## config.mk

```make
export PLATFORM = sky130hd
export DESIGN_NAME = fcs_generator
export DESIGN_NICKNAME = d
export VERILOG_FILES = /design/src/source/rgmii_tx_pkg.sv /design/src/source/fcs_generator.sv
export VERILOG_INCLUDE_DIRS = /design/src /design/src/source
export SDC_FILE = /design/constraint.sdc
export NUM_CORES = 1
export LEC_CHECK = 0
export BUFFER_PORTS_ARGS = -buffer_cell sky130_fd_sc_hd__buf_2
export CAP_MARGIN = 0
export CORE_ASPECT_RATIO = 0.7
export CORE_UTILIZATION = 55
export DETAILED_ROUTE_END_ITERATION = 8
export PLACE_DENSITY_LB_ADDON = 0.12
export REMOVE_ABC_BUFFERS = 1
export SYNTH_ARGS = -nofsm -noshare
export SYNTH_HDL_FRONTEND = slang
export SYNTH_SLANG_ARGS = --single-unit
```

## constraint.sdc

```tcl
create_clock -name clock -period 2.2 [get_ports clock]
set_input_delay 0.22 -clock clock [delete_from_list [all_inputs] [get_ports clock]]
set_output_delay 0.22 -clock clock [all_outputs]
set_load 0.03 [all_outputs]
```

## src/source/rgmii_tx_defs.svh

```systemverilog
`ifndef RGMII_TX_DEFS_SVH
`define RGMII_TX_DEFS_SVH

// Staging memory size in payload bytes
`define RGMII_STAGE_DEPTH       2048

// Wire framing
`define RGMII_PREAMBLE_BYTES    7
`define RGMII_GAP_CYCLES        12

// Reflected CRC-32 as used by the Ethernet FCS
`define RGMII_CRC_POLY          32'hEDB88320
`define RGMII_CRC_INIT          32'hFFFFFFFF

`endif
```

## src/source/rgmii_tx_pkg.sv

```systemverilog
package rgmii_tx_pkg;

    // Byte from the source, start marks the first byte of a frame
    typedef struct packed {
        logic       start;
        logic [7:0] value;
    } tagged_byte_t;

    // Accepted byte on its way into staging and the FCS
    typedef struct packed {
        logic       valid;
        logic       first;
        logic [7:0] value;
    } stage_write_t;

    // Fall-through head of the staging memory
    typedef struct packed {
        logic       valid;
        logic [7:0] value;
    } stage_read_t;

    // RGMII transmit pins
    typedef struct packed {
        logic       tx_ctl;
        logic [3:0] txd;
    } rgmii_tx_t;

endpackage

```

## src/source/fcs_generator.sv

```systemverilog
`timescale 1ns/1ps
`include "rgmii_tx_defs.svh"

module fcs_generator (
    input  logic                        clock,
    input  logic                        reset_n,
    input  rgmii_tx_pkg::stage_write_t  stage_write,
    output logic [31:0]                 fcs
);

logic   [31:0]  crc;
logic   [31:0]  seed;

// One byte, LSB first, eight shifts unrolled in a single cycle
function automatic logic [31:0] crc_byte(input logic [31:0] crc_in, input logic [7:0] value);
    logic [31:0] next;
    next = crc_in ^ {24'd0, value};
    for (int i = 0; i < 8; i++) begin
        if (next[0]) begin
            next = (next >> 1) ^ `RGMII_CRC_POLY;
        end
        else begin
            next = next >> 1;
        end
    end
    return next;
endfunction

// Restart on the opening byte of every frame
assign seed = stage_write.first ? `RGMII_CRC_INIT : crc;

always_ff @(posedge clock) begin
    if (!reset_n) begin
        crc <= `RGMII_CRC_INIT;
    end
    else if (stage_write.valid) begin
        crc <= crc_byte(seed, stage_write.value);
    end
end

// Held while the frame sits closed in staging
assign fcs = ~crc;

endmodule

```

==> flow_summary.json, run 1 <==
{
  "status": "completed",
  "yosysUniqueCellTypes": 23,
  "cp_max_fo": 4,
  "power_frac_seq_pct": 28.8,
  "yosysWarnings": 0,
  "clock_sinks": 32,
  "die_x_microns": 79.0,
  "syn_to_final_growth_pct": 16.4,
  "instances_no_fill": 372,
  "worst_pin_slew_ns": 0.488,
  "yosysSeqAreaShare_pct": 28.1,
  "relSlewSlack_pct": 67.2,
  "port-buffer-count": 43,
  "vias": 1896,
  "p_comb_share_pct": 55.8,
  "seqCellArea_sq_um": 641,
  "min_path_type": "input pin to register",
  "nNetsFinal": 332,
  "layout_common_cells": "xnor2_1, buf_2, nor2_1",
  "dpl-instance-area_sq_mm": 0.00257,
  "grt-ovfl-total": 0,
  "gp_congestion": 0.844,
  "leakagePower_nw": 1.36,
  "layout-drive-gt1-share_pct": 20.6,
  "grt_setup_unrepaired": "false",
  "p_switching_mw": 1.15,
  "htreeDepth": 2,
  "via_per_inst": 5.10,
  "synth_top_area_share_pct": 28.1,
  "drv_cap": 0,
  "die-area_sq_mm": 0.00441,
  "first_global_vias": 1764,
  "yosys.area.top_type": "dfxtp_1",
  "post-route-drc-count": 0,
  "multi_input_area_sq_mm": 0.00144,
  "switching_share_pct": 41.6,
  "pin_count": 44,
  "critPathLaunch": "crc[4]",
  "layout_setup_ws_ns": 0.189,
  "largest-register": "crc",
  "preCtsSetupSlack_ns": 0.180,
  "drv_slew": 0,
  "r2r_start": "crc[4]",
  "post-route-util_pct": 67.3,
  "whs_ns": 0.329,
  "final_area_sq_mm": 0.00266,
  "peakVddDrop_mv": 0.576,
  "finalPower_mw": 2.77,
  "cts_tree": "built",
  "start_kind": "register",
  "grt_pass1_wl_mm": 8.88,
  "drt-initial-drc-count": 89,
  "dr.pass1.iters": 4,
  "wl_per_cell_microns": 14.4,
  "clock_latency_ns": 0.29,
  "arrival_ns": 2.22,
  "min-delay-start": "stage_write[7]",
  "reg_top3": "crc (32)",
  "synth.ff_latch_count": 32,
  "grt_max_degree": 33,
  "dpl.hpwl_mm": 3.96,
  "fp.coreArea_sq_mm": 0.00395,
  "cp_data_required_time_ns": 2.40,
  "synth_area_sq_mm": 0.00228,
  "clockPowerShare_pct": 15.5,
  "largest_reg_flops": 32,
  "clkTransAtPathRegs_ns": 0.07,
  "p_int_mw": 1.62,
  "placed_cells": 365,
  "antenna_left": 0,
  "avgSynthCellArea_sq_um": 8.26,
  "synth_area_leaders": "dfxtp_1, xnor2_1, o211ai_1",
  "grt_usage_pct": 26.9,
  "finalClockSkew_ns": 0.00618,
  "period_needed_ns": 2.01,
  "hold_viol_final": 0,
  "fin_crit_sh_pct": 91.4,
  "crit_type": "register to register",
  "diodes": 0,
  "start_util_pct": 57.8,
  "setup_tns_ns": 0,
  "netlist_instances": 276,
  "finalWirelength_mm": 5.36,
  "cts.path.max_buffers": 2,
  "power_density_mw_per_mm2": 1040,
  "antenna_found_initial": 0,
  "rows": 19,
  "numCtsBuffers": 5,
  "die_height_microns": 55.9,
  "setup_viol_count_final": 0,
  "fillers": 360,
  "layout_commonest_cell": "xnor2_1",
  "crit_path_end_kind": "register",
  "cts-root-buf": "clkbuf_8",
  "max_freq_mhz": 497
}
==> repair_timing <==
item,in CTS,in global routing
setup endpoints to repair,0,1
gates resized for setup,0,1
buffers inserted,0,0
hold buffers,0,0
==> cell families after synthesis <==
group           Yosys count  synth area share (%)
xor+xnor                 89                  39.7
simple gates             69                  12.0
buf+inv                  52                  9.33
compound gates           34                  10.9
flops                    32                  28.1
==> final cells by class <==
type,count,share of cell area (%)
clock buffer,6,2.73
multi-input combinational,192,54.1
sequential,32,24.1
tap,52,2.45
inverter,33,4.67
clock inverter,1,0.189
timing repair buffer,56,11.8
==> synthesized netlist by cell type <==
| master | count |
|---|---|
| or3_1 | 1 |
| nor3b_1 | 1 |
| a21o_1 | 1 |
| buf_1 | 4 |
| o21ai_0 | 3 |
| xnor3_1 | 7 |
| a311oi_1 | 1 |
| and2_0 | 1 |
| buf_4 | 3 |
| inv_1 | 33 |
| o211ai_1 | 25 |
| xor3_1 | 1 |
| nand2_1 | 26 |
| buf_2 | 5 |
| xnor2_1 | 61 |
| clkbuf_1 | 7 |
| and3_2 | 1 |
| a22oi_1 | 4 |
| xor2_1 | 18 |
| xnor2_2 | 2 |
| nor2_1 | 38 |
| nand3_1 | 1 |
| dfxtp_1 | 32 |
==> path summary, 6_finish.rpt <==
check                                to  slack (ns)  depth (start not counted)
worst max-delay path            crc[20]        0.19                          7
worst min-delay path             crc[9]        0.33                          4
worst max register to register  crc[20]        0.19                          7
worst min register to register  crc[25]        0.49                          2
==> routing by layer <==
metal  track usage [%]  wire [microns]
met5                 0               0
met1              38.1            2570
met4              10.1             116
met3              7.38             424
met2              38.9            2250
==> critical path: stages, from the launching register on <==
cell	delay, ns
dfxtp_1	0.50
buf_4	0.20
xnor2_1	0.06
nor2_1	0.11
xor2_1	0.26
xnor2_2	0.20
xnor3_1	0.44
a22oi_1	0.15
==> power by group through the flow <==
stage          Sequential [mW]  Clock (mW)  Combinational [mW]
6_report                 0.797       0.428                1.54
5_1_grt                  0.808       0.461                1.67
4_1_cts                  0.796       0.435                1.54
3_5_place_dp             0.807           0                1.53
3_3_place_gp             0.806           0                1.52
2_1_floorplan            0.786           0                1.18
(Power assumes the default switching activity.)
==> inputs of run 2 (changes only) <==
CORE_UTILIZATION = 56   (was 55)
==> flow_summary.json, run 2 (synthesis results as in run 1) <==
{
  "die-area_sq_mm": 0.00434,
  "diodes": 0,
  "fp.coreArea_sq_mm": 0.00372,
  "power_frac_seq_pct": 27.5,
  "clkTransAtPathRegs_ns": 0.07,
  "layout_commonest_cell": "xnor2_1",
  "largest_reg_flops": 32,
  "dr.pass1.iters": 7,
  "start_kind": "register",
  "largest-register": "crc",
  "nNetsFinal": 333,
  "numCtsBuffers": 5,
  "status": "completed",
  "die_height_microns": 55.4,
  "finalClockSkew_ns": 0.00599,
  "drv_slew": 0,
  "layout-drive-gt1-share_pct": 20.8,
  "syn_to_final_growth_pct": 17.6,
  "dpl-instance-area_sq_mm": 0.00257,
  "worst_pin_slew_ns": 0.441,
  "grt_usage_pct": 26.7,
  "grt-ovfl-total": 0,
  "relSlewSlack_pct": 70.6,
  "fin_crit_sh_pct": 91.0,
  "worst_path_largest_cell_delay_ns": 0.47,
  "cts-root-buf": "clkbuf_8",
  "post_cts_buffers": 0,
  "rr_worst_depth": 7,
  "fillers": 341,
  "crit_path_end_kind": "register",
  "clock_sinks": 32,
  "gp_congestion": 0.844,
  "crit_top_cell": "xnor2_1",
  "layout_common_cells": "xnor2_1, buf_2, nor2_1",
  "whs_ns": 0.347,
  "critPathSlowestCell": "dfxtp_1",
  "max_freq_mhz": 499,
  "antenna_left": 0,
  "clock_latency_ns": 0.29,
  "post-route-util_pct": 72.2,
  "min-delay-start": "stage_write[7]",
  "setup_viol_count_final": 0,
  "wl_per_cell_microns": 14.2,
  "leakagePower_nw": 1.38,
  "htreeDepth": 2,
  "crit_type": "register to register",
  "r2r-end": "crc[20]",
  "start_util_pct": 61.4,
  "power_density_mw_per_mm2": 1080,
  "pin_count": 44,
  "p_int_mw": 1.74,
  "r2r_start": "crc[0]",
  "post-route-drc-count": 0,
  "rows": 18,
  "setup_tns_ns": 0,
  "reg_top3": "crc (32)",
  "cts-hold-fix-buffers": 0,
  "peakVddDrop_mv": 0.620,
  "crit_chain": "buf_4 -> xnor2_1 -> nor2_1 -> xnor2_1 -> xnor2_1 -> xnor3_1 -> a22oi_1",
  "r2r_slack_ns": 0.20,
  "cts.path.max_buffers": 2,
  "min_path_type": "input pin to register",
  "die_x_microns": 78.3,
  "hold-path-cell-count": 4,
  "switching_share_pct": 39.9,
  "first_global_vias": 1780,
  "via_per_inst": 5.13,
  "cp_data_required_time_ns": 2.42,
  "cts_tree": "built",
  "hold_viol_final": 0,
  "finalWirelength_mm": 5.27,
  "arrival_ns": 2.22,
  "drv_cap": 0,
  "grt_setup_unrepaired": "false",
  "antenna_found_initial": 0,
  "dpl.hpwl_mm": 3.86,
  "vias": 1907,
  "p_switching_mw": 1.16,
  "grt_pass1_wl_mm": 8.67,
  "critPathTopFamily": "XOR/XNOR gates",
  "holdPathEnd": "crc[9]",
  "post_cts_resized": 0,
  "grt_max_degree": 47,
  "p_comb_share_pct": 53.2,
  "drt-initial-drc-count": 97,
  "cp_max_fo": 4,
  "final_area_sq_mm": 0.00268,
  "finalPower_mw": 2.90,
  "period_needed_ns": 2.00,
  "path_buf_inv": 1,
  "port-buffer-count": 43,
  "clockPowerShare_pct": 19.2
}
[run 2: cell types whose count changed in the layout (fill, tap and decap cells not counted), sizes merged]
cell	delta
buf	+1
bufinv	+1
[run 2: worst register-to-register path, delay by kind of cell (launching register included)]
family	cells	cell delay, ns
XOR/XNOR	4	1.05
flip-flops	1	0.47
buffers and inverters	1	0.20
AO/OA/AOI/OAI	1	0.13
AND/OR/NAND/NOR	1	0.07
[run 2: cell type report]
type / instances / area [sq um] / area share (%)
clock buffers: 6 / 72.6 / 2.71
clock inverters: 2 / 35.0 / 1.31
inverters: 33 / 124 / 4.62
multi-input cells: 192 / 1430 / 53.2
flip-flops and latches: 32 / 641 / 23.9
well taps: 50 / 62.6 / 2.33
repair buffers: 57 / 320 / 11.9
[run 2: worst max-delay path by stage]
stage / start / end / slack (ns) / cells past startpoint
final: crc[0] / crc[20] / 0.20 / 7
after global routing: crc[0] / crc[19] / 0.06 / 6
after CTS: crc[0] / crc[20] / 0.20 / 7
after detailed placement: stage_write[8] / crc[19] / 0.21 / 7
after global placement: stage_write[8] / crc[19] / 0.25 / 7
after floorplan: crc[0] / crc[20] / 0.36 / 6
[run 2: per-layer routing]
layer  part of all wire [%]  global-route usage [%]  routed length [microns]
met2                     43                    39.3                     2270
met5                      0                       0                        0
met1                     51                    38.3                     2660
met4                    1.1                    10.3                       60
met3                    5.2                    4.96                      274
[run 2: stage by stage]
step           worst slack (ns)  cells
3_3_place_gp              0.253    364
4_1_cts                   0.198    372
3_5_place_dp              0.208    364
6_report                  0.197    372
5_1_grt                  0.0562    372
2_1_floorplan             0.360    257
[run 2: power groups by stage]
stage               sequential, mW  combinational [mW]  clock, mW
finish                       0.800                1.54      0.558
CTS                          0.798                1.55      0.562
global route                 0.811                1.68      0.591
global placement             0.809                1.51          0
floorplan                    0.786                1.18          0
detailed placement           0.809                1.53          0
==> inputs of run 3 (changes only) <==
PLACE_DENSITY = 0.81   (was not set)
PLACE_DENSITY_LB_ADDON = not set   (was 0.12)
==> flow_summary.json, run 3 (synthesis results as in run 1) <==
{
  "rows": 18,
  "drt-initial-drc-count": 154,
  "port-buffer-count": 43,
  "cts_tree": "built",
  "period_needed_ns": 2.10,
  "hold_viol_final": 0,
  "finalPower_mw": 2.81,
  "worst_pin_slew_ns": 0.465,
  "crit_type": "register to register",
  "post-route-util_pct": 71.1,
  "multi_input_area_sq_mm": 0.00143,
  "post_cts_buffers": 0,
  "arrival_ns": 2.25,
  "reg_top3": "crc (32)",
  "whs_ns": 0.330,
  "gp_congestion": 0.872,
  "grt-ovfl-total": 0,
  "p_switching_mw": 1.16,
  "relSlewSlack_pct": 68.8,
  "crit_path_end_kind": "register",
  "largest_reg_flops": 32,
  "cp_max_fo": 6,
  "wl_per_cell_microns": 14.4,
  "die-area_sq_mm": 0.00434,
  "nNetsFinal": 330,
  "peakVddDrop_mv": 0.562,
  "grt_setup_unrepaired": "false",
  "status": "completed",
  "htreeDepth": 2,
  "syn_to_final_growth_pct": 15.9,
  "clkTransAtPathRegs_ns": 0.06,
  "post-route-drc-count": 0,
  "diodes": 0,
  "largest-register": "crc",
  "p_comb_share_pct": 54.3,
  "max_freq_mhz": 477,
  "setup_tns_ns": 0,
  "clock_sinks": 32,
  "via_per_inst": 5.12,
  "die_x_microns": 78.3,
  "clock_latency_ns": 0.29,
  "setup_viol_count_final": 0,
  "numCtsBuffers": 5,
  "cp_data_required_time_ns": 2.35,
  "drv_cap": 0,
  "vias": 1890,
  "cts-root-buf": "clkbuf_8",
  "layout-drive-gt1-share_pct": 19.7,
  "post_cts_resized": 0,
  "finalClockSkew_ns": 0.00487,
  "grt_pass1_wl_mm": 8.72,
  "fp.coreArea_sq_mm": 0.00372,
  "first_global_vias": 1695,
  "fillers": 289,
  "cts-hold-fix-buffers": 0,
  "leakagePower_nw": 1.35,
  "drv_slew": 0,
  "p_int_mw": 1.65,
  "cts.path.max_buffers": 2,
  "die_height_microns": 55.4,
  "dr.pass1.iters": 4,
  "switching_share_pct": 41.2,
  "layout_common_cells": "xnor2_1, buf_2, nor2_1",
  "dpl.hpwl_mm": 3.87,
  "power_density_mw_per_mm2": 1060,
  "layout_commonest_cell": "xnor2_1",
  "min_path_type": "input pin to register",
  "fin_crit_sh_pct": 95.4,
  "antenna_found_initial": 0,
  "finalWirelength_mm": 5.30,
  "grt_usage_pct": 26.7,
  "start_kind": "register",
  "antenna_left": 0,
  "grt_max_degree": 33,
  "clockPowerShare_pct": 16.9,
  "seqCellArea_sq_um": 641,
  "pin_count": 44,
  "start_util_pct": 61.4,
  "power_frac_seq_pct": 28.8
}
==> run 3: cell count changes in the layout (fill, tap and decap cells not counted) <==
| cell | before | now |
|---|---|---|
| buf_4 | 14 | 11 |
| bufinv_16 | 1 | 0 |
| clkbuf_1 | 1 | 2 |
| clkbuf_8 | 5 | 6 |
| clkinv_2 | 1 | 0 |
==> run 3: worst max-delay path, cell delays in order, from the launching register on <==
cell	delay, ns
dfxtp_1	0.54
xnor2_1	0.17
nor2_1	0.11
xnor2_1	0.37
xnor3_1	0.50
xnor2_1	0.18
o211ai_1	0.10
==> run 3: worst paths after layout <==
path,from,slack (ns),cells after the start,end
max reg2reg,crc[0],0.10,6,crc[22]
min,stage_write[7],0.33,4,crc[9]
max,crc[0],0.10,6,crc[22]
min reg2reg,crc[25],0.49,2,crc[25]
==> run 3: per-layer routing <==
metal  up-vias  global-route usage, %  part of all wire, %
met1       862                   40.1                   49
met3         6                   7.77                  9.4
met5         -                      0                    0
met4         0                   7.94                 0.70
met2        82                   36.5                   41
li1        940                      -                    -
==> run 3: final cells by class <==
class	instances	area share (%)
Timing Repair Buffer	54	11.3
Sequential cell	32	24.2
Multi-Input combinational cell	192	54.0
Tap cell	50	2.37
Inverter	33	4.69
Clock buffer	8	3.41
==> run 3: power groups by stage <==
stage / combinational [mW] / clock (mW) / sequential [mW]
final: 1.53 / 0.475 / 0.810
after global routing: 1.65 / 0.518 / 0.823
after CTS: 1.52 / 0.486 / 0.809
after detailed placement: 1.51 / 0 / 0.820
after global placement: 1.49 / 0 / 0.819
after floorplan: 1.18 / 0 / 0.786
==> run 3: metrics by stage <==
step | instances | area, sq um | setup slack, ns
after floorplan | 257 | 2190 | 0.360
after global placement | 361 | 2550 | 0.206
after detailed placement | 361 | 2550 | 0.166
after CTS | 369 | 2640 | 0.0936
after global routing | 369 | 2640 | 0.00586
final | 369 | 2640 | 0.102
