[src/source/rgmii_tx_defs.svh]
`ifndef RGMII_TX_DEFS_SVH
`define RGMII_TX_DEFS_SVH

// Staging memory size in payload bytes
`define RGMII_STAGE_DEPTH       2048

// Wire framing
`define RGMII_PREAMBLE_BYTES    7
`define RGMII_GAP_CYCLES        12

// Reflected CRC-32 as used by the Ethernet FCS
`define RGMII_CRC_POLY          32'hEDB88320
`define RGMII_CRC_INIT          32'hFFFFFFFF

`endif
[src/source/rgmii_tx_pkg.sv]
package rgmii_tx_pkg;

    // Byte from the source, start marks the first byte of a frame
    typedef struct packed {
        logic       start;
        logic [7:0] value;
    } tagged_byte_t;

    // Accepted byte on its way into staging and the FCS
    typedef struct packed {
        logic       valid;
        logic       first;
        logic [7:0] value;
    } stage_write_t;

    // Fall-through head of the staging memory
    typedef struct packed {
        logic       valid;
        logic [7:0] value;
    } stage_read_t;

    // RGMII transmit pins
    typedef struct packed {
        logic       tx_ctl;
        logic [3:0] txd;
    } rgmii_tx_t;

endpackage

[src/source/rgmii_byte_shipper.sv]
`timescale 1ns/1ps
`include "rgmii_tx_defs.svh"

module rgmii_byte_shipper (
    input  logic                        clock,
    input  logic                        reset_n,
    input  logic                        frame_ready,
    input  rgmii_tx_pkg::stage_read_t   stage_head,
    input  logic [31:0]                 fcs,
    output logic                        stage_pop,
    output logic                        frame_done,
    output rgmii_tx_pkg::rgmii_tx_t     rgmii
);

localparam logic [7:0] PREAMBLE_LOAD = 8'(`RGMII_PREAMBLE_BYTES - 2);
localparam logic [7:0] FCS_LOAD      = 8'd2;
localparam logic [7:0] GAP_LOAD      = 8'(`RGMII_GAP_CYCLES - 1);

typedef enum logic [2:0] {
    S_IDLE,
    S_PREAMBLE,
    S_DELIMITER,
    S_PAYLOAD,
    S_FCS,
    S_GAP
} state_t;

state_t         state;
state_t         _state;
logic   [7:0]   counter;
logic   [7:0]   _counter;
logic   [7:0]   tx_byte;
logic   [7:0]   _tx_byte;
logic           tx_valid;
logic           _tx_valid;
logic   [7:0]   wire_byte;
logic           wire_valid;

//////////////////////////////////////////////////
// Frame sequencer

always_comb begin
    _state     = state;
    _counter   = counter;
    _tx_byte   = tx_byte;
    _tx_valid  = 1'b0;
    stage_pop  = 1'b0;
    frame_done = 1'b0;

    case (state)
        S_IDLE: begin
            // First preamble byte goes out right away
            if (frame_ready) begin
                _tx_byte  = 8'h55;
                _tx_valid = 1'b1;
                _counter  = PREAMBLE_LOAD;
                _state    = S_PREAMBLE;
            end
        end
        S_PREAMBLE: begin
            _tx_byte  = 8'h55;
            _tx_valid = 1'b1;
            _counter  = counter - 1'b1;
            if (counter == '0) begin
                _state = S_DELIMITER;
            end
        end
        S_DELIMITER: begin
            _tx_byte  = 8'hD5;
            _tx_valid = 1'b1;
            _state    = S_PAYLOAD;
        end
        S_PAYLOAD: begin
            _tx_valid = 1'b1;
            if (stage_head.valid) begin
                _tx_byte  = stage_head.value;
                stage_pop = 1'b1;
            end
            else begin
                // Staging drained, low FCS byte fills this slot
                _tx_byte = fcs[7:0];
                _counter = FCS_LOAD;
                _state   = S_FCS;
            end
        end
        S_FCS: begin
            _tx_byte  = fcs[8 * (3 - counter[1:0]) +: 8];
            _tx_valid = 1'b1;
            _counter  = counter - 1'b1;
            if (counter == '0) begin
                _counter = GAP_LOAD;
                _state   = S_GAP;
            end
        end
        S_GAP: begin
            _counter = counter - 1'b1;
            if (counter == '0) begin
                frame_done = 1'b1;
                _state     = S_IDLE;
            end
        end
        default: begin
            _state = S_IDLE;
        end
    endcase
end

always_ff @(posedge clock) begin
    if (!reset_n) begin
        state    <= S_IDLE;
        counter  <= '0;
        tx_valid <= 1'b0;
    end
    else begin
        state    <= _state;
        counter  <= _counter;
        tx_valid <= _tx_valid;
    end
end

always_ff @(posedge clock) begin
    tx_byte <= _tx_byte;
end

//////////////////////////////////////////////////
// DDR output stage

always_ff @(posedge clock) begin
    if (!reset_n) begin
        wire_valid <= 1'b0;
    end
    else begin
        wire_valid <= tx_valid;
    end
end

always_ff @(posedge clock) begin
    wire_byte <= tx_byte;
end

// Low nibble in the high phase, high nibble in the low phase
always_comb begin
    rgmii.tx_ctl = wire_valid;
    rgmii.txd    = clock ? wire_byte[3:0] : wire_byte[7:4];
end

endmodule

[config.mk]
export PLATFORM = sky130hd
export DESIGN_NAME = rgmii_byte_shipper
export DESIGN_NICKNAME = d
export VERILOG_FILES = /design/src/source/rgmii_tx_pkg.sv /design/src/source/rgmii_byte_shipper.sv
export VERILOG_INCLUDE_DIRS = /design/src /design/src/source
export SDC_FILE = /design/constraint.sdc
export NUM_CORES = 1
export LEC_CHECK = 0
export BUFFER_PORTS_ARGS = -buffer_cell sky130_fd_sc_hd__buf_4
export CAP_MARGIN = 20
export CORE_ASPECT_RATIO = 1.5
export CORE_MARGIN = 4
export CORE_UTILIZATION = 50
export CTS_BUF_LIST = sky130_fd_sc_hd__clkbuf_16
export DETAILED_ROUTE_END_ITERATION = 7
export PLACE_DENSITY = 0.85
export SYNTH_ARGS = -nofsm -noshare
export SYNTH_HDL_FRONTEND = slang
export SYNTH_SLANG_ARGS = --single-unit
[constraint.sdc]
create_clock -name clock -period 4.2 [get_ports clock]
set_input_delay 0 -clock clock [delete_from_list [all_inputs] [get_ports clock]]
set_output_delay 0 -clock clock [all_outputs]
set_load 0.01 [all_outputs]
==> flow_summary.yaml, run 1 <==
status:
  status: "finished, final reports clean"
floorplanning:
  die_w_um: 54.61
  start_util: 0.5156
  io_pins: 51
  fp-row-count: 25
  die_y_um: 77.91
  coreArea_um2: 3159
  die_area_um2: 4254
global_routing:
  grt-ovfl-total: 0
  grt_pass1_wl_um: 6824
  grt_pass1_vias: 1590
  grt_max_degree: 18
  track_usage: 0.2323
  antenna_found_initial: 0
sta:
  setup_ws_ns: 1.425
  slew_headroom: 0.4334
  rsz0062_at_grt: "false"
  finalSetupViolCount: 0
  setup_tns_ns: 0
  finalMaxSlewViolations: 0
  tightest_slew_ns: 0.8262
  finalHoldViolCount: 0
  finClkSkew_ns: 0.004730
synthesis:
  synth-seq-cells: 29
  synth_ff_type: "dfxtp_1"
  syn_avg_cell_area_um2: 10.93
  synth_fp_nets: 195
  synth_edf_count: 8
  yosys_warnings: 0
  syn-cell-area_um2: 1629
  async_flop_share: 0
  synthCells: 149
  synth_area_leaders: "dfxtp_1, edfxtp_1, mux4_2"
  ys_seq_area_frac: 0.4055
  yosys.area.top_type: "dfxtp_1"
  synth_top_cell_area_share: 0.2581
  yosys.cell_types.count: 50
flow_run:
  cap_violations: 0
hold_path:
  hold_depth: 3
  hp-class: "input port to register"
  hold_end: "tx_byte[1]$_DFFE_PP_"
  worst_hold_startpoint: "fcs[1]"
placement:
  post-place-ws_ns: 1.721
  dp_hpwl_um: 3063
  gp_congestion: 0.8031
  place_area_um2: 2021
  numPortBuffers: 50
  dp_cells: 232
drt:
  drc: 0
  viasPerCell: 5.964
  first_pass_iters: 4
  postRouteAntennaNets: 0
  post_drt_wl_per_cell_um: 17.81
  drt_iter0_drc: 49
  routed_wl_um: 4418
  vias: 1479
layout:
  final_cells: 248
  final_nets: 253
  drive_above_1_share: 0.4038
  final_area_um2: 2298
  syn_to_final_growth_pct: 41.09
  fill_cells: 198
  diodes: 0
critical_path:
  timing.critical_path.from: "clock"
  crit_type: "clock port to output pin"
  ff2ff_setup_slack_ns: 2.27
  cp_max_fo: 2
  r2r_end: "state[0]$_SDFFE_PN0P_"
  r2r_start: "counter[0]$_SDFFE_PN0P_"
  reg2reg_depth: 5
  cp.arrival_ns: 2.78
  cp.required_ns: 4.20
  crit_path_end_kind: "output pin"
  start_kind: "clock port"
clock_tree:
  cts_resized: 0
  clk_latency_ns: 0.39
  cts_tree: "yes"
  clk_pin_slew_ns: 0.05
power:
  ir_drop_v: 0.0003677
  leakage_nw: 0.9583
  power_per_cell_area_nw_per_um2: 516.4
-- power by group --
group / internal, mW / switching [mW]
clock network: 0.410 / 0.173
registers: 0.324 / 0.0482
logic: 0.122 / 0.111
total: 0.855 / 0.332
-- worst max-delay path: stages --
cell	delay, ns
clkbuf_16	0.13
clkbuf_16	0.14
mux2_2	0.26
buf_4	0.15
-- cells in the mapped netlist, types with 2 or more instances --
library cell and number:
nand2_1 8, nand4_1 3, inv_2 2, edfxtp_1 8, clkbuf_1 3, mux4_2 8
nor2_1 10, nand3_1 6, a31o_1 2, a32o_1 2, o21ai_1 7, o2111ai_1 2
buf_2 3, a21oi_1 6, inv_1 4, mux2i_1 9, dfxtp_1 21, ha_1 2
mux2_2 5, nor3_1 2, and2_1 3, nand2b_1 2, nand3b_1 2, a21o_1 2
o211ai_1 2
-- per-stage QoR --
stage	util	hold WS, ns	power (mW)
after floorplan	-	0.1217	0.5603
after detailed placement	0.6396	0.2278	0.6473
final	0.7275	0.009626	1.187
after global routing	0.7275	0.02554	1.237
after CTS	0.7275	0.001285	1.195
after global placement	0.6396	0.2278	0.6372
-- routing by layer --
metal | vias up | part of all wire | track usage
met5 | - | 0 | 0
met4 | 0 | 0.042 | 0.2095
met3 | 20 | 0.070 | 0.08445
met2 | 77 | 0.53 | 0.3555
met1 | 685 | 0.36 | 0.2292
li1 | 697 | - | -
-- registers in the layout, indices dropped and copies added, names as in the netlist --
signal	count
counter	8
tx_valid	1
wire_byte	8
wire_valid	1
tx_byte	8
state	3
-- cell usage in the layout, fill, tap and decap left out, types with 7 or more instances in the layout --
cell,n
buf_4,50
dfxtp_1,21
nor2_1,10
mux2i_1,9
clkbuf_16,9
mux4_2,8
nand2_1,8
edfxtp_1,8
o21ai_1,7
-- worst max-delay path by stage --
stage          endpoint  slack (ns)  cells after the start
2_1_floorplan  rgmii[0]        1.82                      1
6_report       rgmii[3]        1.42                      4
3_3_place_gp   rgmii[0]        1.72                      2
5_1_grt        rgmii[3]        1.41                      4
3_5_place_dp   rgmii[0]        1.72                      2
4_1_cts        rgmii[3]        1.41                      4
-- area by class of cell --
class / instances / area [um2] / area share
Timing Repair Buffer: 50 / 385.4 / 0.1677
Tap cell: 40 / 50.05 / 0.02177
Sequential cell: 29 / 660.6 / 0.2874
Inverter: 6 / 22.52 / 0.009799
Multi-Input combinational cell: 107 / 912.1 / 0.3968
Clock buffer: 13 / 255.2 / 0.1111
Clock inverter: 3 / 12.51 / 0.005444
-- logic make-up (layout without fill, tap and decap cells) --
group                      count (synthesis)  after routing  share of synthesized area
and+or+nand+nor                           50             50                     0.1982
muxes                                     22             22                     0.2005
DFF                                       29             29                     0.4055
buffers and inverters                     13             72                    0.03456
AOI/OAI and AO/OA                         33             33                     0.1459
adders and majority gates                  2              2                    0.01536
-- what timing repair did --
item | 4_1_cts | 5_1_grt
endpoints found under the setup margin | 0 | 0
hold buffers | 4 | 0
hold endpoints to repair | 9 | 0
setup buffers | 0 | 0
Power figures use the tool's default switching activity.
==> run 2, diff against run 1 <==
ABC_AREA = 1   (was default)
CORE_UTILIZATION = 46   (was 50)
PLACE_DENSITY = 0.82   (was 0.85)
clock period = 2.5 ns   (was 4.2 ns; I/O delays follow)
==> flow_summary.yaml, run 2 <==
status:
  status: "finished, final reports clean"
layout:
  mostFrequentLayoutCells: "nand2_1, buf_4, inv_1"
  syn_to_final_growth_pct: 38.85
  drive_above_1_share: 0.2763
  final_cells: 347
  final_common_cell: "nand2_1"
  reg_top3: "counter x8, tx_byte x8, wire_byte x8"
  fill_cells: 331
  final_util: 0.6557
  final_nets: 349
  diodes: 0
  final_area_um2: 2392
synthesis:
  synth_top_cell_area_share: 0.2440
  yosys-top-cells-count: "nand2_1, inv_1, nor2_1"
  yosys.cell_types.count: 29
  async_flop_share: 0
  synth_edf_count: 8
  synthCells: 248
  synth-seq-cells: 29
  yosys.area.top_type: "dfxtp_1"
  syn-cell-area_um2: 1723
  ys_seq_area_frac: 0.3834
  yosys_warnings: 0
  syn_avg_cell_area_um2: 6.947
  synth_most_common_cell: "nand2_1"
  synth_area_leaders: "dfxtp_1, nand2_1, edfxtp_1"
  synth_fp_nets: 294
  synth_ff_type: "dfxtp_1"
sta:
  finalSetupViolCount: 0
  finalHoldViolCount: 0
  slew_headroom: 0.6676
  finClkSkew_ns: 0.007939
  fmax_mhz: 506.4
  setup_ws_ns: 0.5254
  rsz0062_at_grt: "false"
  hold_slack_ns: 0.007145
  finalMaxSlewViolations: 0
  period_share: 0.7898
  tightest_slew_ns: 0.4980
  finalCriticalPeriod_ns: 1.975
  setup_tns_ns: 0
placement:
  post-place-ws_ns: 0.7109
  numPortBuffers: 50
  gp_congestion: 0.8573
  dp_cells: 333
  dp_hpwl_um: 3118
  place_area_um2: 2108
critical_path:
  r2r_start: "counter[1]$_SDFFE_PN0P_"
  cp-endpoint: "frame_done"
  cp.arrival_ns: 1.97
  crit_chain: "inv_1, ha_1, nand2_1, nor4_1, buf_4"
  cp_max_fo: 17
  max_stage_delay_ns: 0.38
  critical_path_buf_inv_count: 2
  start_kind: "register"
  crit_type: "register to output pin"
  timing.critical_path.from: "counter[0]$_SDFFE_PN0P_"
  reg2reg_depth: 9
  r2r_end: "counter[4]$_SDFFE_PN0P_"
  cp_top_family: "buffers and inverters"
  cp.depth: 5
  ff2ff_setup_slack_ns: 0.65
  crit_path_end_kind: "output pin"
  slowest_stage: "inv_1"
  cp.required_ns: 2.50
clock_tree:
  cts_setup_buffers: 0
  clk_latency_ns: 0.39
  clk_pin_slew_ns: 0.05
  cts_tree: "yes"
  cts_resized: 0
power:
  ir_drop_v: 0.0007987
  leakage_nw: 1.149
  p_total_mw: 3.170
  power_per_cell_area_nw_per_um2: 1325
drt:
  first_pass_iters: 4
  viasPerCell: 5.138
  drc: 0
  routed_wl_um: 4343
  post_drt_wl_per_cell_um: 12.52
  vias: 1783
  drt_iter0_drc: 91
  postRouteAntennaNets: 0
floorplanning:
  die_area_um2: 4809
  die_y_um: 82.96
  io_pins: 51
  start_util: 0.4722
  coreArea_um2: 3649
  die_w_um: 57.97
  fp-row-count: 27
global_routing:
  grt-ovfl-total: 0
  grt_pass1_wl_um: 7286
  antenna_found_initial: 0
  track_usage: 0.1981
  grt_pass1_vias: 1781
  grt_max_degree: 23
flow_run:
  cap_violations: 0
hold_path:
  hp-class: "input port to register"
==> run 2: cell count changes in the layout (fill, tap and decap cells not counted), moves of 8 or more <==
cell     before  now
nand2_1       8   67
o21ai_0       0   23
mux4_2        8    0
mux2i_1       9    0
nor2_1       10   28
inv_1         4   30
==> run 2: final cells by class <==
cell class                 count  area, um2  share of cell area
tap                           43      53.80             0.02249
clock inverter                 3      38.79             0.01621
multi-input combinational    175      879.6              0.3677
inverter                      35      131.4             0.05492
clock buffer                  13      255.2              0.1067
timing repair buffer          49      372.9              0.1559
sequential                    29      660.6              0.2762
==> run 2: metal layers <==
layer  share of wire  wire [um]  track usage
met1            0.40       1728       0.2074
met2            0.52       2256       0.3169
met3           0.050        216      0.04199
met4           0.033        142       0.1814
met5               0          0            0
==> run 2: power breakdown <==
part | switching [mW] | leakage, nW | internal (mW)
registers | 0.131 | 0.248 | 0.683
clock network | 0.305 | 0.167 | 0.831
logic | 0.782 | 0.733 | 0.438
total | 1.22 | 1.15 | 1.95
==> run 2: logic make-up (layout without fill, tap and decap cells) <==
group | Yosys count | in the layout | share of synthesized area
AOI/OAI and AO/OA | 46 | 46 | 0.1619
xor gates and xnor gates | 1 | 1 | 0.005084
adders and majority gates | 2 | 2 | 0.01452
buffers and inverters | 44 | 100 | 0.1060
DFF | 29 | 29 | 0.3834
muxes | 4 | 4 | 0.02614
and+or+nand+nor | 122 | 122 | 0.3028
==> run 2: worst min-delay path by stage <==
stage | endpoint | slack [ns] | start | cells past startpoint
6_report | tx_byte[0]$_DFFE_PP_ | 0.007 | stage_head[0] | 5
5_1_grt | tx_byte[1]$_DFFE_PP_ | 0.02 | stage_head[1] | 5
4_1_cts | tx_byte[1]$_DFFE_PP_ | 0.002 | stage_head[1] | 5
3_5_place_dp | rgmii[0] | 0.23 | clock | 2
3_3_place_gp | rgmii[0] | 0.23 | clock | 2
2_1_floorplan | rgmii[0] | 0.16 | clock | 1
==> run 2: timing repair <==
item | CTS | global route
hold buffers | 2 | 0
hold endpoints to repair | 9 | 0
endpoints found under the setup margin | 0 | 0
==> run 2: worst reg2reg max path, stage by stage, from the launching register on <==
cell and delay, ns:
dfxtp_1 0.52, clkinv_1 0.34, ha_1 0.29, nand2_1 0.12, inv_1 0.07, nand3_1 0.13, nand2_1 0.08, nand2_2 0.08
nand2_1 0.05, nor2_1 0.11
==> run 3, diff against run 2 <==
ABC_AREA = 0   (was 1)
CORE_UTILIZATION = 50   (was 46)
PLACE_DENSITY = 0.85   (was 0.82)
clock period = 2 ns   (was 2.5 ns; I/O delays follow)
==> flow_summary.yaml, run 3 (synthesis gave the netlist of run 1 again) <==
power:
  p_int_mw: 1.819
  swShare: 0.2791
  p_total_mw: 2.524
  power_switching_mw: 0.7045
  comb_power_share: 0.213
  power_per_cell_area_nw_per_um2: 1063
  pwr-share-seq: 0.306
  leakage_nw: 1.001
  clkPwrFrac: 0.481
  ir_drop_v: 0.0009693
floorplanning:
  fp-row-count: 25
  io_pins: 51
  die_w_um: 54.61
  coreArea_um2: 3159
  die_y_um: 77.91
  start_util: 0.5156
  die_area_um2: 4254
drt:
  drc: 0
  first_pass_iters: 4
  postRouteAntennaNets: 0
  viasPerCell: 6.207
  post_drt_wl_per_cell_um: 19.33
  vias: 1589
  routed_wl_um: 4949
  drt_iter0_drc: 69
sta:
  finalSetupViolCount: 0
  finalCriticalPeriod_ns: 1.833
  setup_tns_ns: 0
  fmax_mhz: 545.7
  tightest_slew_ns: 0.6102
  finClkSkew_ns: 0.003833
  period_share: 0.9163
  slew_headroom: 0.5895
  finalHoldViolCount: 0
  rsz0062_at_grt: "false"
  finalMaxSlewViolations: 0
placement:
  numPortBuffers: 50
  gp_congestion: 0.9147
  dp_hpwl_um: 3273
  place_area_um2: 2043
flow_run:
  cap_violations: 0
global_routing:
  antenna_found_initial: 0
  grt-ovfl-total: 0
  grt_pass1_vias: 1627
  grt_pass1_wl_um: 7645
  grt_max_degree: 17
  track_usage: 0.2591
critical_path:
  ff2ff_setup_slack_ns: 0.25
  crit_path_end_kind: "output pin"
  r2r_start: "state[0]$_SDFFE_PN0P_"
  start_kind: "register"
  crit_type: "register to output pin"
  timing.critical_path.from: "counter[1]$_SDFFE_PN0P_"
  cp.arrival_ns: 1.83
  cp_max_fo: 12
  cp.required_ns: 2.00
  reg2reg_depth: 4
  r2r_end: "counter[6]$_SDFFE_PN0P_"
hold_path:
  hold_end: "tx_byte[2]$_DFFE_PP_"
  hp-class: "input port to register"
  worst_hold_startpoint: "stage_head[2]"
  hold_depth: 3
layout:
  final_common_cell: "buf_4"
  diodes: 0
  final_area_um2: 2375
  mostFrequentLayoutCells: "buf_4, dfxtp_1, nor2_1"
  drive_above_1_share: 0.4167
  reg_top3: "counter x8, tx_byte x8, wire_byte x8"
  final_nets: 261
  syn_to_final_growth_pct: 45.78
clock_tree:
  cts_tree: "yes"
  clk_latency_ns: 0.38
  clk_pin_slew_ns: 0.05
status:
  status: "finished, final reports clean"
## run 3: cell types whose count changed in the layout (fill, tap and decap cells not counted), sizes merged, moves of 3 or more
cell,before,now
o211ai,9,2
nor3,0,3
mux4,0,8
o21ai,26,7
mux2i,0,9
inv,35,7
nand2,72,8
o22ai,4,0
nor2,33,12
and2,0,3
nand3,11,6
dlygate4sd3,2,9
## run 3: worst max-delay path: stages, from the launching register on
cell,delay [ns]
dfxtp_2,0.48
inv_1,0.13
ha_1,0.30
and4b_1,0.21
and4_1,0.20
buf_4,0.14
## run 3: through the flow
stage	util	hold WS, ns	instances	setup WS [ns]
after floorplan	-	0.1217	149	0.3805
after global placement	0.6467	0.2278	235	0.3750
after detailed placement	0.6467	0.2278	235	0.2524
after CTS	0.7513	0.01631	256	0.1070
after global routing	0.7517	0.03903	256	0.06494
final	0.7517	0.01294	256	0.1674
## run 3: per-layer routing
| metal | share of wire | track usage |
|---|---|---|
| met5 | 0 | 0 |
| met4 | 0.058 | 0.2219 |
| met1 | 0.34 | 0.2549 |
| met2 | 0.52 | 0.4076 |
| met3 | 0.083 | 0.08637 |
## run 3: power by group through the flow
stage | registers, mW | clock network (mW) | logic, mW
final | 0.773 | 1.21 | 0.536
after global routing | 0.782 | 1.29 | 0.579
after CTS | 0.768 | 1.25 | 0.526
after detailed placement | 0.776 | 0.0964 | 0.505
after global placement | 0.768 | 0.0964 | 0.483
after floorplan | 0.732 | 0.0639 | 0.380
## run 3: area by class of cell
cell class              instances  area [um2]
flip-flops and latches         29       663.1
fillers                       194       784.5
inverters                       6       22.52
repair buffers                 58       457.9
multi-input cells             107       912.1
clock buffers                  13       255.2
clock inverters                 3       13.76
well taps                      40       50.05
## run 3: worst max path at each step
stage                                   end  cells past startpoint
finish                           frame_done                      5
detailed placement  counter[2]$_SDFFE_PN0P_                      5
global placement       tx_byte[4]$_DFFE_PP_                      4
CTS                              frame_done                      5
global route                     frame_done                      5
floorplan           counter[4]$_SDFFE_PN0P_                      6
## run 3: what timing repair did
item                                    CTS  global route
setup buffers                             0             0
endpoints found under the setup margin    1             1
resized for setup                         1             1
endpoints found under the hold margin    12             0
hold buffers                              9             0
